`src/logic/fetch_params.svh`:
```
`ifndef FETCH_PARAMS_SVH
`define FETCH_PARAMS_SVH

////////////////////////////////////////
// Operand fetch dimensions
////////////////////////////////////////

// Width of one data word.
`define FETCH_DATA_WIDTH 16

// Channels in the channel file.
`define FETCH_N_CHANNELS 16

// Commit ids wrap around, so this only has to cover the writes in flight.
`define FETCH_COMMIT_ID_WIDTH 8

// Width of each per-channel pending write counter.
`define FETCH_PENDING_WIDTH 4

// Width of the operation code.
`define FETCH_OPERATION_WIDTH 5

`endif

```
`src/logic/isa_pkg.sv`:
```
`include "fetch_params.svh"

package isa_pkg;

	////////////////////////////////////////
	// Words and fields
	////////////////////////////////////////

	typedef logic signed [`FETCH_DATA_WIDTH - 1 : 0] data_t;

	typedef logic [$clog2(`FETCH_N_CHANNELS) - 1 : 0] chan_addr_t;

	typedef logic [`FETCH_OPERATION_WIDTH - 1 : 0] operation_t;

	////////////////////////////////////////
	// Operand source
	////////////////////////////////////////

	// With from_reg clear, src is a channel index.
	// With from_reg set, src 0 and 1 pick register_0 and register_1,
	// src 3 and 4 pick the two fixed constants and anything else gives zero.
	// An operand that is not needed reads as zero.
	typedef struct packed {
		logic needed;
		logic from_reg;
		chan_addr_t src;
	} operand_sel_t;

endpackage

```
`src/logic/pipe_pkg.sv`:
```
`include "fetch_params.svh"

package pipe_pkg;
	import isa_pkg::*;

	typedef logic [`FETCH_COMMIT_ID_WIDTH - 1 : 0] commit_id_t;

	typedef logic [`FETCH_PENDING_WIDTH - 1 : 0] pending_t;

	////////////////////////////////////////
	// Instruction payloads
	////////////////////////////////////////

	// Index 0 of sel is operand a, 1 is b and 2 is c.
	typedef struct packed {
		operation_t operation;
		chan_addr_t dest;
		logic writes_channel;
		data_t register_0;
		data_t register_1;
		operand_sel_t [2 : 0] sel;
	} instr_t;

	// Args use the same indexing as sel.
	typedef struct packed {
		instr_t instr;
		commit_id_t commit_id;
		data_t [2 : 0] args;
	} flight_t;

	typedef struct packed {
		operation_t operation;
		chan_addr_t dest;
		logic writes_channel;
		commit_id_t commit_id;
		data_t arg_a;
		data_t arg_b;
		data_t arg_c;
	} issued_t;

	////////////////////////////////////////
	// Channel file traffic
	////////////////////////////////////////

	typedef struct packed {
		logic valid;
		chan_addr_t addr;
		data_t value;
	} write_back_t;

	typedef struct packed {
		logic valid;
		chan_addr_t addr;
	} claim_t;

	// The commit id places the reader in program order among the writers.
	typedef struct packed {
		chan_addr_t addr;
		commit_id_t commit_id;
	} read_req_t;

	typedef struct packed {
		logic ready;
		data_t value;
	} read_resp_t;

	typedef enum logic {
		slot_idle,
		slot_wait
	} slot_state_t;

endpackage

```
`src/logic/instr_intake.sv`:
```
module instr_intake import pipe_pkg::*; (
	input logic clk,
	input logic reset,
	input logic in_valid,
	output logic in_ready,
	input instr_t instr,
	output logic out_valid,
	input logic out_ready,
	output flight_t flight,
	output claim_t claim
);
	commit_id_t next_id;
	logic take_in;

	assign in_ready = ~out_valid | out_ready;
	assign take_in = in_valid & in_ready;

	// The claim lands in the scoreboard on the same edge that accepts the instruction.
	assign claim.valid = take_in & instr.writes_channel;
	assign claim.addr = instr.dest;

	always_ff @(posedge clk) begin
		if (reset) begin
			out_valid <= 1'b0;
			next_id <= '0;
		end else begin
			if (take_in) begin
				out_valid <= 1'b1;
			end else if (out_ready) begin
				out_valid <= 1'b0;
			end
			if (claim.valid) begin
				next_id <= next_id + 1'b1;
			end
		end
	end

	// Instructions that do not write a channel still carry the next id.
	// It marks how many writers are ahead of them.
	always_ff @(posedge clk) begin
		if (take_in) begin
			flight.instr <= instr;
			flight.commit_id <= next_id;
			flight.args <= '0;
		end
	end

endmodule

```
`src/logic/channel_file.sv`:
```
`include "fetch_params.svh"

module channel_file import isa_pkg::*, pipe_pkg::*; (
	input logic clk,
	input logic reset,
	input claim_t claim,
	input write_back_t write_back,
	input read_req_t read_req [3],
	output read_resp_t read_resp [3]
);
	data_t channels [`FETCH_N_CHANNELS];
	pending_t pending [`FETCH_N_CHANNELS];

	// Write-backs come back in commit order, so this is the id of the next one.
	commit_id_t completed;

	logic [`FETCH_N_CHANNELS - 1 : 0] claim_hit;
	logic [`FETCH_N_CHANNELS - 1 : 0] release_hit;

	////////////////////////////////////////
	// Scoreboard and channel registers
	////////////////////////////////////////

	always_comb begin
		for (int i = 0; i < `FETCH_N_CHANNELS; i++) begin
			claim_hit[i] = claim.valid && claim.addr == chan_addr_t'(i);
			release_hit[i] = write_back.valid && write_back.addr == chan_addr_t'(i)
				&& pending[i] != '0;
		end
	end

	always_ff @(posedge clk) begin
		if (reset) begin
			for (int i = 0; i < `FETCH_N_CHANNELS; i++) begin
				channels[i] <= '0;
				pending[i] <= '0;
			end
			completed <= '0;
		end else begin
			if (write_back.valid) begin
				channels[write_back.addr] <= write_back.value;
				completed <= completed + 1'b1;
			end
			// A claim and a release on one channel cancel out.
			for (int i = 0; i < `FETCH_N_CHANNELS; i++) begin
				case ({claim_hit[i], release_hit[i]})
					2'b10: pending[i] <= pending[i] + 1'b1;
					2'b01: pending[i] <= pending[i] - 1'b1;
					default: pending[i] <= pending[i];
				endcase
			end
		end
	end

	////////////////////////////////////////
	// Read ports
	////////////////////////////////////////

	// Pending writes may belong to younger instructions, which cannot write back
	// before this reader leaves. Once every older write is done, the stored value holds.
	always_comb begin
		chan_addr_t addr;
		pending_t count;
		logic wb_hit;
		logic older_done;
		logic last_arriving;

		for (int p = 0; p < 3; p++) begin
			addr = read_req[p].addr;
			count = pending[addr];
			wb_hit = write_back.valid && write_back.addr == addr;
			older_done = completed == read_req[p].commit_id;
			last_arriving = write_back.valid && completed + 1'b1 == read_req[p].commit_id;

			read_resp[p].ready = 1'b0;
			read_resp[p].value = channels[addr];
			if (count == '0) begin
				read_resp[p].ready = 1'b1;
			end else if (wb_hit && (count == pending_t'(1) || last_arriving)) begin
				read_resp[p].ready = 1'b1;
				read_resp[p].value = write_back.value;
			end else if (older_done || last_arriving) begin
				read_resp[p].ready = 1'b1;
			end
		end
	end

endmodule

```
`src/logic/operand_fetch_slot.sv`:
```
`include "fetch_params.svh"

module operand_fetch_slot import isa_pkg::*, pipe_pkg::*; #(
	parameter int operand_index = 0
) (
	input logic clk,
	input logic reset,
	input logic in_valid,
	output logic in_ready,
	input flight_t flight_in,
	output logic out_valid,
	input logic out_ready,
	output flight_t flight_out,
	output read_req_t read_req,
	input read_resp_t read_resp
);
	slot_state_t state;
	flight_t held;

	operand_sel_t sel_in;
	operand_sel_t sel_held;
	logic local_in;
	logic entry_ready;
	data_t entry_value;
	flight_t filled_in;
	flight_t filled_held;
	logic out_free;
	logic take_in;
	logic emit_wait;

	// Value of an operand that needs no channel read.
	function automatic data_t local_operand(operand_sel_t sel, data_t register_0,
			data_t register_1);
		data_t value;

		value = '0;
		if (sel.needed) begin
			case (sel.src)
				0: value = register_0;
				1: value = register_1;
				3: value = data_t'(1) << (`FETCH_DATA_WIDTH - 2);
				4: value = data_t'(1) << (`FETCH_DATA_WIDTH - 1);
				default: value = '0;
			endcase
		end
		return value;
	endfunction

	assign sel_in = flight_in.instr.sel[operand_index];
	assign sel_held = held.instr.sel[operand_index];
	assign local_in = ~sel_in.needed | sel_in.from_reg;

	assign read_req.addr = (state == slot_wait) ? sel_held.src : sel_in.src;
	assign read_req.commit_id = (state == slot_wait) ? held.commit_id : flight_in.commit_id;

	assign out_free = ~out_valid | out_ready;
	assign in_ready = (state == slot_idle) & out_free;
	assign take_in = in_valid & in_ready;

	assign entry_ready = local_in | read_resp.ready;
	assign emit_wait = (state == slot_wait) & out_free & read_resp.ready;

	always_comb begin
		entry_value = read_resp.value;
		if (local_in) begin
			entry_value = local_operand(sel_in, flight_in.instr.register_0,
				flight_in.instr.register_1);
		end
		filled_in = flight_in;
		filled_in.args[operand_index] = entry_value;
		filled_held = held;
		filled_held.args[operand_index] = read_resp.value;
	end

	always_ff @(posedge clk) begin
		if (reset) begin
			state <= slot_idle;
			out_valid <= 1'b0;
		end else begin
			if ((take_in & entry_ready) | emit_wait) begin
				out_valid <= 1'b1;
			end else if (out_ready) begin
				out_valid <= 1'b0;
			end
			if (take_in & ~entry_ready) begin
				state <= slot_wait;
			end else if (emit_wait) begin
				state <= slot_idle;
			end
		end
	end

	always_ff @(posedge clk) begin
		if (take_in & entry_ready) begin
			flight_out <= filled_in;
		end else if (emit_wait) begin
			flight_out <= filled_held;
		end
		if (take_in & ~entry_ready) begin
			held <= flight_in;
		end
	end

endmodule

```
`src/logic/skid_buffer.sv`:
```
module skid_buffer import pipe_pkg::*; #(
	parameter type payload_t = issued_t
) (
	input logic clk,
	input logic reset,
	input logic in_valid,
	output logic in_ready,
	input payload_t payload_in,
	output logic out_valid,
	input logic out_ready,
	output payload_t payload_out
);
	logic main_valid;
	logic skid_valid;
	payload_t main_q;
	payload_t skid_q;
	logic take_in;
	logic take_out;

	// While the main register is empty the input goes straight through.
	assign out_valid = main_valid | in_valid;
	assign payload_out = main_valid ? main_q : payload_in;

	assign in_ready = ~skid_valid;
	assign take_in = in_valid & in_ready;
	assign take_out = out_valid & out_ready;

	always_ff @(posedge clk) begin
		if (reset) begin
			main_valid <= 1'b0;
			skid_valid <= 1'b0;
		end else if (!main_valid) begin
			main_valid <= take_in & ~out_ready;
		end else if (!skid_valid) begin
			if (take_out) begin
				main_valid <= take_in;
			end else begin
				skid_valid <= take_in;
			end
		end else if (take_out) begin
			skid_valid <= 1'b0;
		end
	end

	always_ff @(posedge clk) begin
		if (~main_valid | (take_out & ~skid_valid)) begin
			main_q <= payload_in;
		end else if (take_out) begin
			main_q <= skid_q;
		end
		if (~skid_valid) begin
			skid_q <= payload_in;
		end
	end

endmodule

```
`src/logic/operand_fetch_stage.sv`:
```
module operand_fetch_stage import pipe_pkg::*; (
	input logic clk,
	input logic reset,
	input logic in_valid,
	output logic in_ready,
	input instr_t instr,
	output logic out_valid,
	input logic out_ready,
	output issued_t issued,
	input write_back_t write_back
);
	// Link 0 leaves the intake, link n + 1 leaves slot n.
	logic link_valid [4];
	logic link_ready [4];
	flight_t link_flight [4];

	claim_t claim;
	read_req_t read_req [3];
	read_resp_t read_resp [3];
	issued_t slot_issued;

	instr_intake u_intake (
		.clk(clk),
		.reset(reset),
		.in_valid(in_valid),
		.in_ready(in_ready),
		.instr(instr),
		.out_valid(link_valid[0]),
		.out_ready(link_ready[0]),
		.flight(link_flight[0]),
		.claim(claim)
	);

	channel_file u_channels (
		.clk(clk),
		.reset(reset),
		.claim(claim),
		.write_back(write_back),
		.read_req(read_req),
		.read_resp(read_resp)
	);

	for (genvar i = 0; i < 3; i++) begin : g_slot
		operand_fetch_slot #(.operand_index(i)) u_slot (
			.clk(clk),
			.reset(reset),
			.in_valid(link_valid[i]),
			.in_ready(link_ready[i]),
			.flight_in(link_flight[i]),
			.out_valid(link_valid[i + 1]),
			.out_ready(link_ready[i + 1]),
			.flight_out(link_flight[i + 1]),
			.read_req(read_req[i]),
			.read_resp(read_resp[i])
		);
	end

	always_comb begin
		slot_issued.operation = link_flight[3].instr.operation;
		slot_issued.dest = link_flight[3].instr.dest;
		slot_issued.writes_channel = link_flight[3].instr.writes_channel;
		slot_issued.commit_id = link_flight[3].commit_id;
		slot_issued.arg_a = link_flight[3].args[0];
		slot_issued.arg_b = link_flight[3].args[1];
		slot_issued.arg_c = link_flight[3].args[2];
	end

	skid_buffer #(.payload_t(issued_t)) u_skid (
		.clk(clk),
		.reset(reset),
		.in_valid(link_valid[3]),
		.in_ready(link_ready[3]),
		.payload_in(slot_issued),
		.out_valid(out_valid),
		.out_ready(out_ready),
		.payload_out(issued)
	);

endmodule

```
`config.mk`:
```
export PLATFORM = sky130hd
export DESIGN_NAME = operand_fetch_stage
export DESIGN_NICKNAME = d
export VERILOG_FILES = /design/src/logic/isa_pkg.sv /design/src/logic/pipe_pkg.sv /design/src/logic/instr_intake.sv /design/src/logic/channel_file.sv /design/src/logic/operand_fetch_slot.sv /design/src/logic/skid_buffer.sv /design/src/logic/operand_fetch_stage.sv
export VERILOG_INCLUDE_DIRS = /design/src /design/src/logic
export SDC_FILE = /design/constraint.sdc
export NUM_CORES = 2
export LEC_CHECK = 0
export BUFFER_PORTS_ARGS = -buffer_cell sky130_fd_sc_hd__buf_2
export CAP_MARGIN = 40
export CORE_MARGIN = 2
export CORE_UTILIZATION = 35
export CTS_CLUSTER_DIAMETER = 80
export DETAILED_ROUTE_END_ITERATION = 16
export PLACE_DENSITY = 0.61
export SYNTH_ARGS = -nofsm -noshare
export SYNTH_HDL_FRONTEND = slang
export SYNTH_SLANG_ARGS = --single-unit
export TNS_END_PERCENT = 1
```
`constraint.sdc`:
```
create_clock -name clk -period 10.9 [get_ports clk]
set_input_delay 2.18 -clock clk [delete_from_list [all_inputs] [get_ports clk]]
set_output_delay 2.18 -clock clk [all_outputs]
set_load 0.02 [all_outputs]
```
==> results by group <==
Floorplanning
  • Starting Density: 35.2%
  • Chip height: 379 um
  • Io pins: 153
  • Die Wd: 379 um
  • Row Count: 137
  • Die area: 143000 sq um
  • Core region area: 139000 sq um

Placement
  • GPL Wtd Cong: 0.847
  • Post-DP HPWL: 86800 um
  • Port-buffer cells: 152

Critical path
  • CP most frequent cell: buf_4
  • CP max-delay cell: dfxtp_1
  • Flop2flop setup slack: 5.65 ns
  • CP endpoint kind: flop
  • Setup Crit Path Kind: flop to flop
  • WP data required: 11.22 ns
  • R2R Path Start: g_slot[2].u_slot.state
  • Reg2Reg Depth: 11
  • CP endpoint: g_slot[2].u_slot.flight_out[43]
  • Worst Setup SP: g_slot[2].u_slot.state
  • Top fanout value on the critical path: 48
  • Worst r2r dst: g_slot[2].u_slot.flight_out[43]
  • Worst path arrival time: 5.57 ns
  • Max incr delay on CP: 0.74 ns
  • CP Launch Type: flop
  • CP Cell Sequence: buf_4 -> mux2i_4 -> buf_4 -> mux2_2 -> a22o_1 -> or2_1 -> nor3_1 -> and4bb_1 -> nand2b_1 -> o21ai_4 -> buf_4

STA
  • WHS: 0.446 ns
  • Minimum clock period: 5.25 ns
  • Worst-margin pin slew: 0.900 ns
  • Fmax: 190 MHz
  • TNS Setup: 0 ns
  • Fin. Hold Viols: 0
  • Endpoints failing setup: 0
  • RSZ-0062 raised after global routing: false
  • Setup Skew: 0.0278 ns
  • Slew Viols, Final: 0
  • Slew HR: 38.7%
  • Final period util: 48.2%

CTS
  • Clk pin slew, worst setup/hold paths: 0.06 ns
  • Post-CTS setup buffer count: 0
  • Clk sinks: 973
  • CTS tree: yes
  • TritonCTS buffer count: 99
  • Htree depth: 3
  • Root Driver: clkbuf_16
  • CTS resizes: 0
  • Hold buffer count at CTS: 0
  • CTS max path bufs: 3
  • Worst skew pair latency: 0.72 ns

Detailed routing
  • Vias after detailed routing: 30000
  • TritonRoute pass-1 iters: 5
  • Wire length per cell: 23.6 um
  • Detailed-route DRC error count: 0
  • Via/cell ratio: 5.39
  • Starting DRT DRC Count: 3076
  • Post-Route WL: 131000 um
  • DRT antenna net count: 0

Worst hold path
  • HP Class: flop to flop

GRT
  • Global-route wire length before repair: 194000 um
  • Initial antenna violation count: 13
  • Gr ovfl total: 0
  • Pin count of the biggest net entering global routing: 87
  • GR met3 Demand/Resource: 3.51%
  • GR Util met2: 28.9%
  • Vias in the first global route: 29400
  • Met1 Use GR: 24.6%
  • Gr busiest metal: met2
  • GRT Util Overall: 18.1%

Finish
  • Layout cells sized above 1: 21.9%
  • Storage element area: 29000 sq um
  • Fillers: 12800
  • Most frequent cells in the layout: edfxtp_1, and2_1, nand2_1
  • Footprint of the multi-input gates: 19100 sq um
  • Final Core Density: 39.8%
  • Final net count: 3747
  • Commonest non-fill, non-tap cell in the layout: edfxtp_1
  • Area Overhead vs Synth: 12.9%

Yosys
  • Syn avg cell area: 13.9 sq um
  • FF+latch count, synth: 973
  • Seq/Total Area, Yosys: 59.0%
  • Most common flop cell mapped by yosys: edfxtp_1
  • Post-synth EDFFs: 948
  • Distinct cells, synth: 79
  • Post-synth ARST share: 0%
  • Cells after Synth: 3535
  • Synth warn: 0
  • Area of the mapped netlist: 49100 sq um
  • Synth Net Count: 3671

Run status
  • Status: completed

Power and ir drop
  • Max IR drop VDD: 0.000157 V
  • Total power: 8.84 mW
  • Pleak: 19.3 nW
  • Cell area power density: 159 nW/um^2

Job
  • Max-Cap Viols: 0
## cells by family after synthesis
family / Yosys count / synth area share [%]
buffers and inverters: 303 / 2.72
flip-flops: 973 / 59.0
adder cells (fa/ha/maj): 51 / 1.30
XOR/XNOR: 111 / 2.01
AO/OA/AOI/OAI: 456 / 6.82
AND/OR/NAND/NOR: 990 / 10.5
multiplexers: 651 / 17.7
## report_power, final
part,leakage [nW],switching (mW),internal [mW]
sequential,9.27,0.138,4.30
clock,1.58,1.51,1.97
combinational,8.44,0.551,0.370
## worst min path at each step
| stage | startpoint | endpoint | slack, ns | cells past startpoint |
|---|---|---|---|---|
| 5_1_grt | g_slot[1].u_slot.flight_out[21] | g_slot[2].u_slot.filled_held[21] | 0.45 | 0 |
| 3_3_place_gp | u_intake.flight[112] | g_slot[0].u_slot.filled_held[112] | 0.43 | 0 |
| 4_1_cts | g_slot[1].u_slot.flight_out[21] | g_slot[2].u_slot.filled_held[21] | 0.44 | 0 |
| 6_report | u_intake.flight[114] | g_slot[0].u_slot.filled_held[114] | 0.45 | 0 |
| 2_1_floorplan | u_intake.next_id[7] | u_intake.flight[55] | 0.42 | 0 |
| 3_5_place_dp | u_intake.flight[71] | g_slot[0].u_slot.filled_held[71] | 0.43 | 0 |
## worst max-delay path: cells and delay by family, from the launching register on
family | cells | cell delay, ns
buf+inv | 3 | 1.67
flops | 1 | 0.74
mux | 2 | 0.65
simple gates | 4 | 0.92
compound gates | 2 | 0.81
## per-layer routing
| layer | routed length, um | vias to the layer above |
|---|---|---|
| met5 | 64 | - |
| met4 | 4110 | 12 |
| met3 | 9520 | 223 |
| met2 | 60800 | 1129 |
| met1 | 56800 | 15100 |
| li1 | - | 13600 |
## registers in the layout (all words and copies together) (netlist names), 3 cells and up
signal	flops
g_slot.u_slot.out_valid	3
u_intake.next_id	8
g_slot.u_slot.filled_held	196
u_channels.pending	64
u_channels.completed	8
u_channels.channels	256
u_skid.main_q	66
g_slot.u_slot.state	3
g_slot.u_slot.flight_out	232
u_skid.skid_q	66
u_intake.flight	68
## synthesized netlist by cell type, types with 16 or more instances
library cell	instances	share of area [%]
nor2b_1	18	0.23
edfxtp_1	948	58
and2_1	325	4.1
mux2_2	138	3.2
inv_1	52	0.40
nand3_1	52	0.53
mux2i_1	213	4.3
a22oi_1	66	1.0
clkbuf_1	168	1.3
xnor2_1	72	1.3
buf_1	19	0.15
mux2_1	83	1.9
buf_2	40	0.41
a22o_1	19	0.34
nor2_1	163	1.2
o21bai_1	19	0.29
ha_1	51	1.3
mux2_4	108	3.3
nand2b_1	29	0.37
o211ai_1	22	0.34
or2_2	25	0.32
a21oi_1	62	0.63
dfxtp_1	25	1.0
or3_1	17	0.22
nand4_1	20	0.25
a311oi_1	65	1.2
xor2_1	38	0.68
buf_6	16	0.37
a211oi_1	66	1.0
o21ai_1	18	0.18
nand2_1	218	1.7
mux4_2	104	4.8
nor3_1	79	0.81
o21ai_0	37	0.38
## stage by stage
stage | cells | instance area [sq um] | worst slack, ns
6_report | 5574 | 55500 | 5.65
5_1_grt | 5573 | 55500 | 5.38
4_1_cts | 5572 | 55500 | 5.64
3_5_place_dp | 5386 | 52200 | 5.16
3_3_place_gp | 5370 | 51800 | 5.12
2_1_floorplan | 3535 | 49100 | 2.21
## final cells by class
| class | count | area share, % |
|---|---|---|
| clock inverter | 64 | 1.29 |
| clock buffer | 122 | 4.68 |
| multi-input combinational | 2259 | 34.4 |
| timing repair buffer | 226 | 2.76 |
| sequential | 973 | 52.2 |
| antenna | 2 | 0.00902 |
| inverter | 52 | 0.352 |
| tap | 1876 | 4.23 |
No activity file was read; power rests on OpenSTA's default activity.
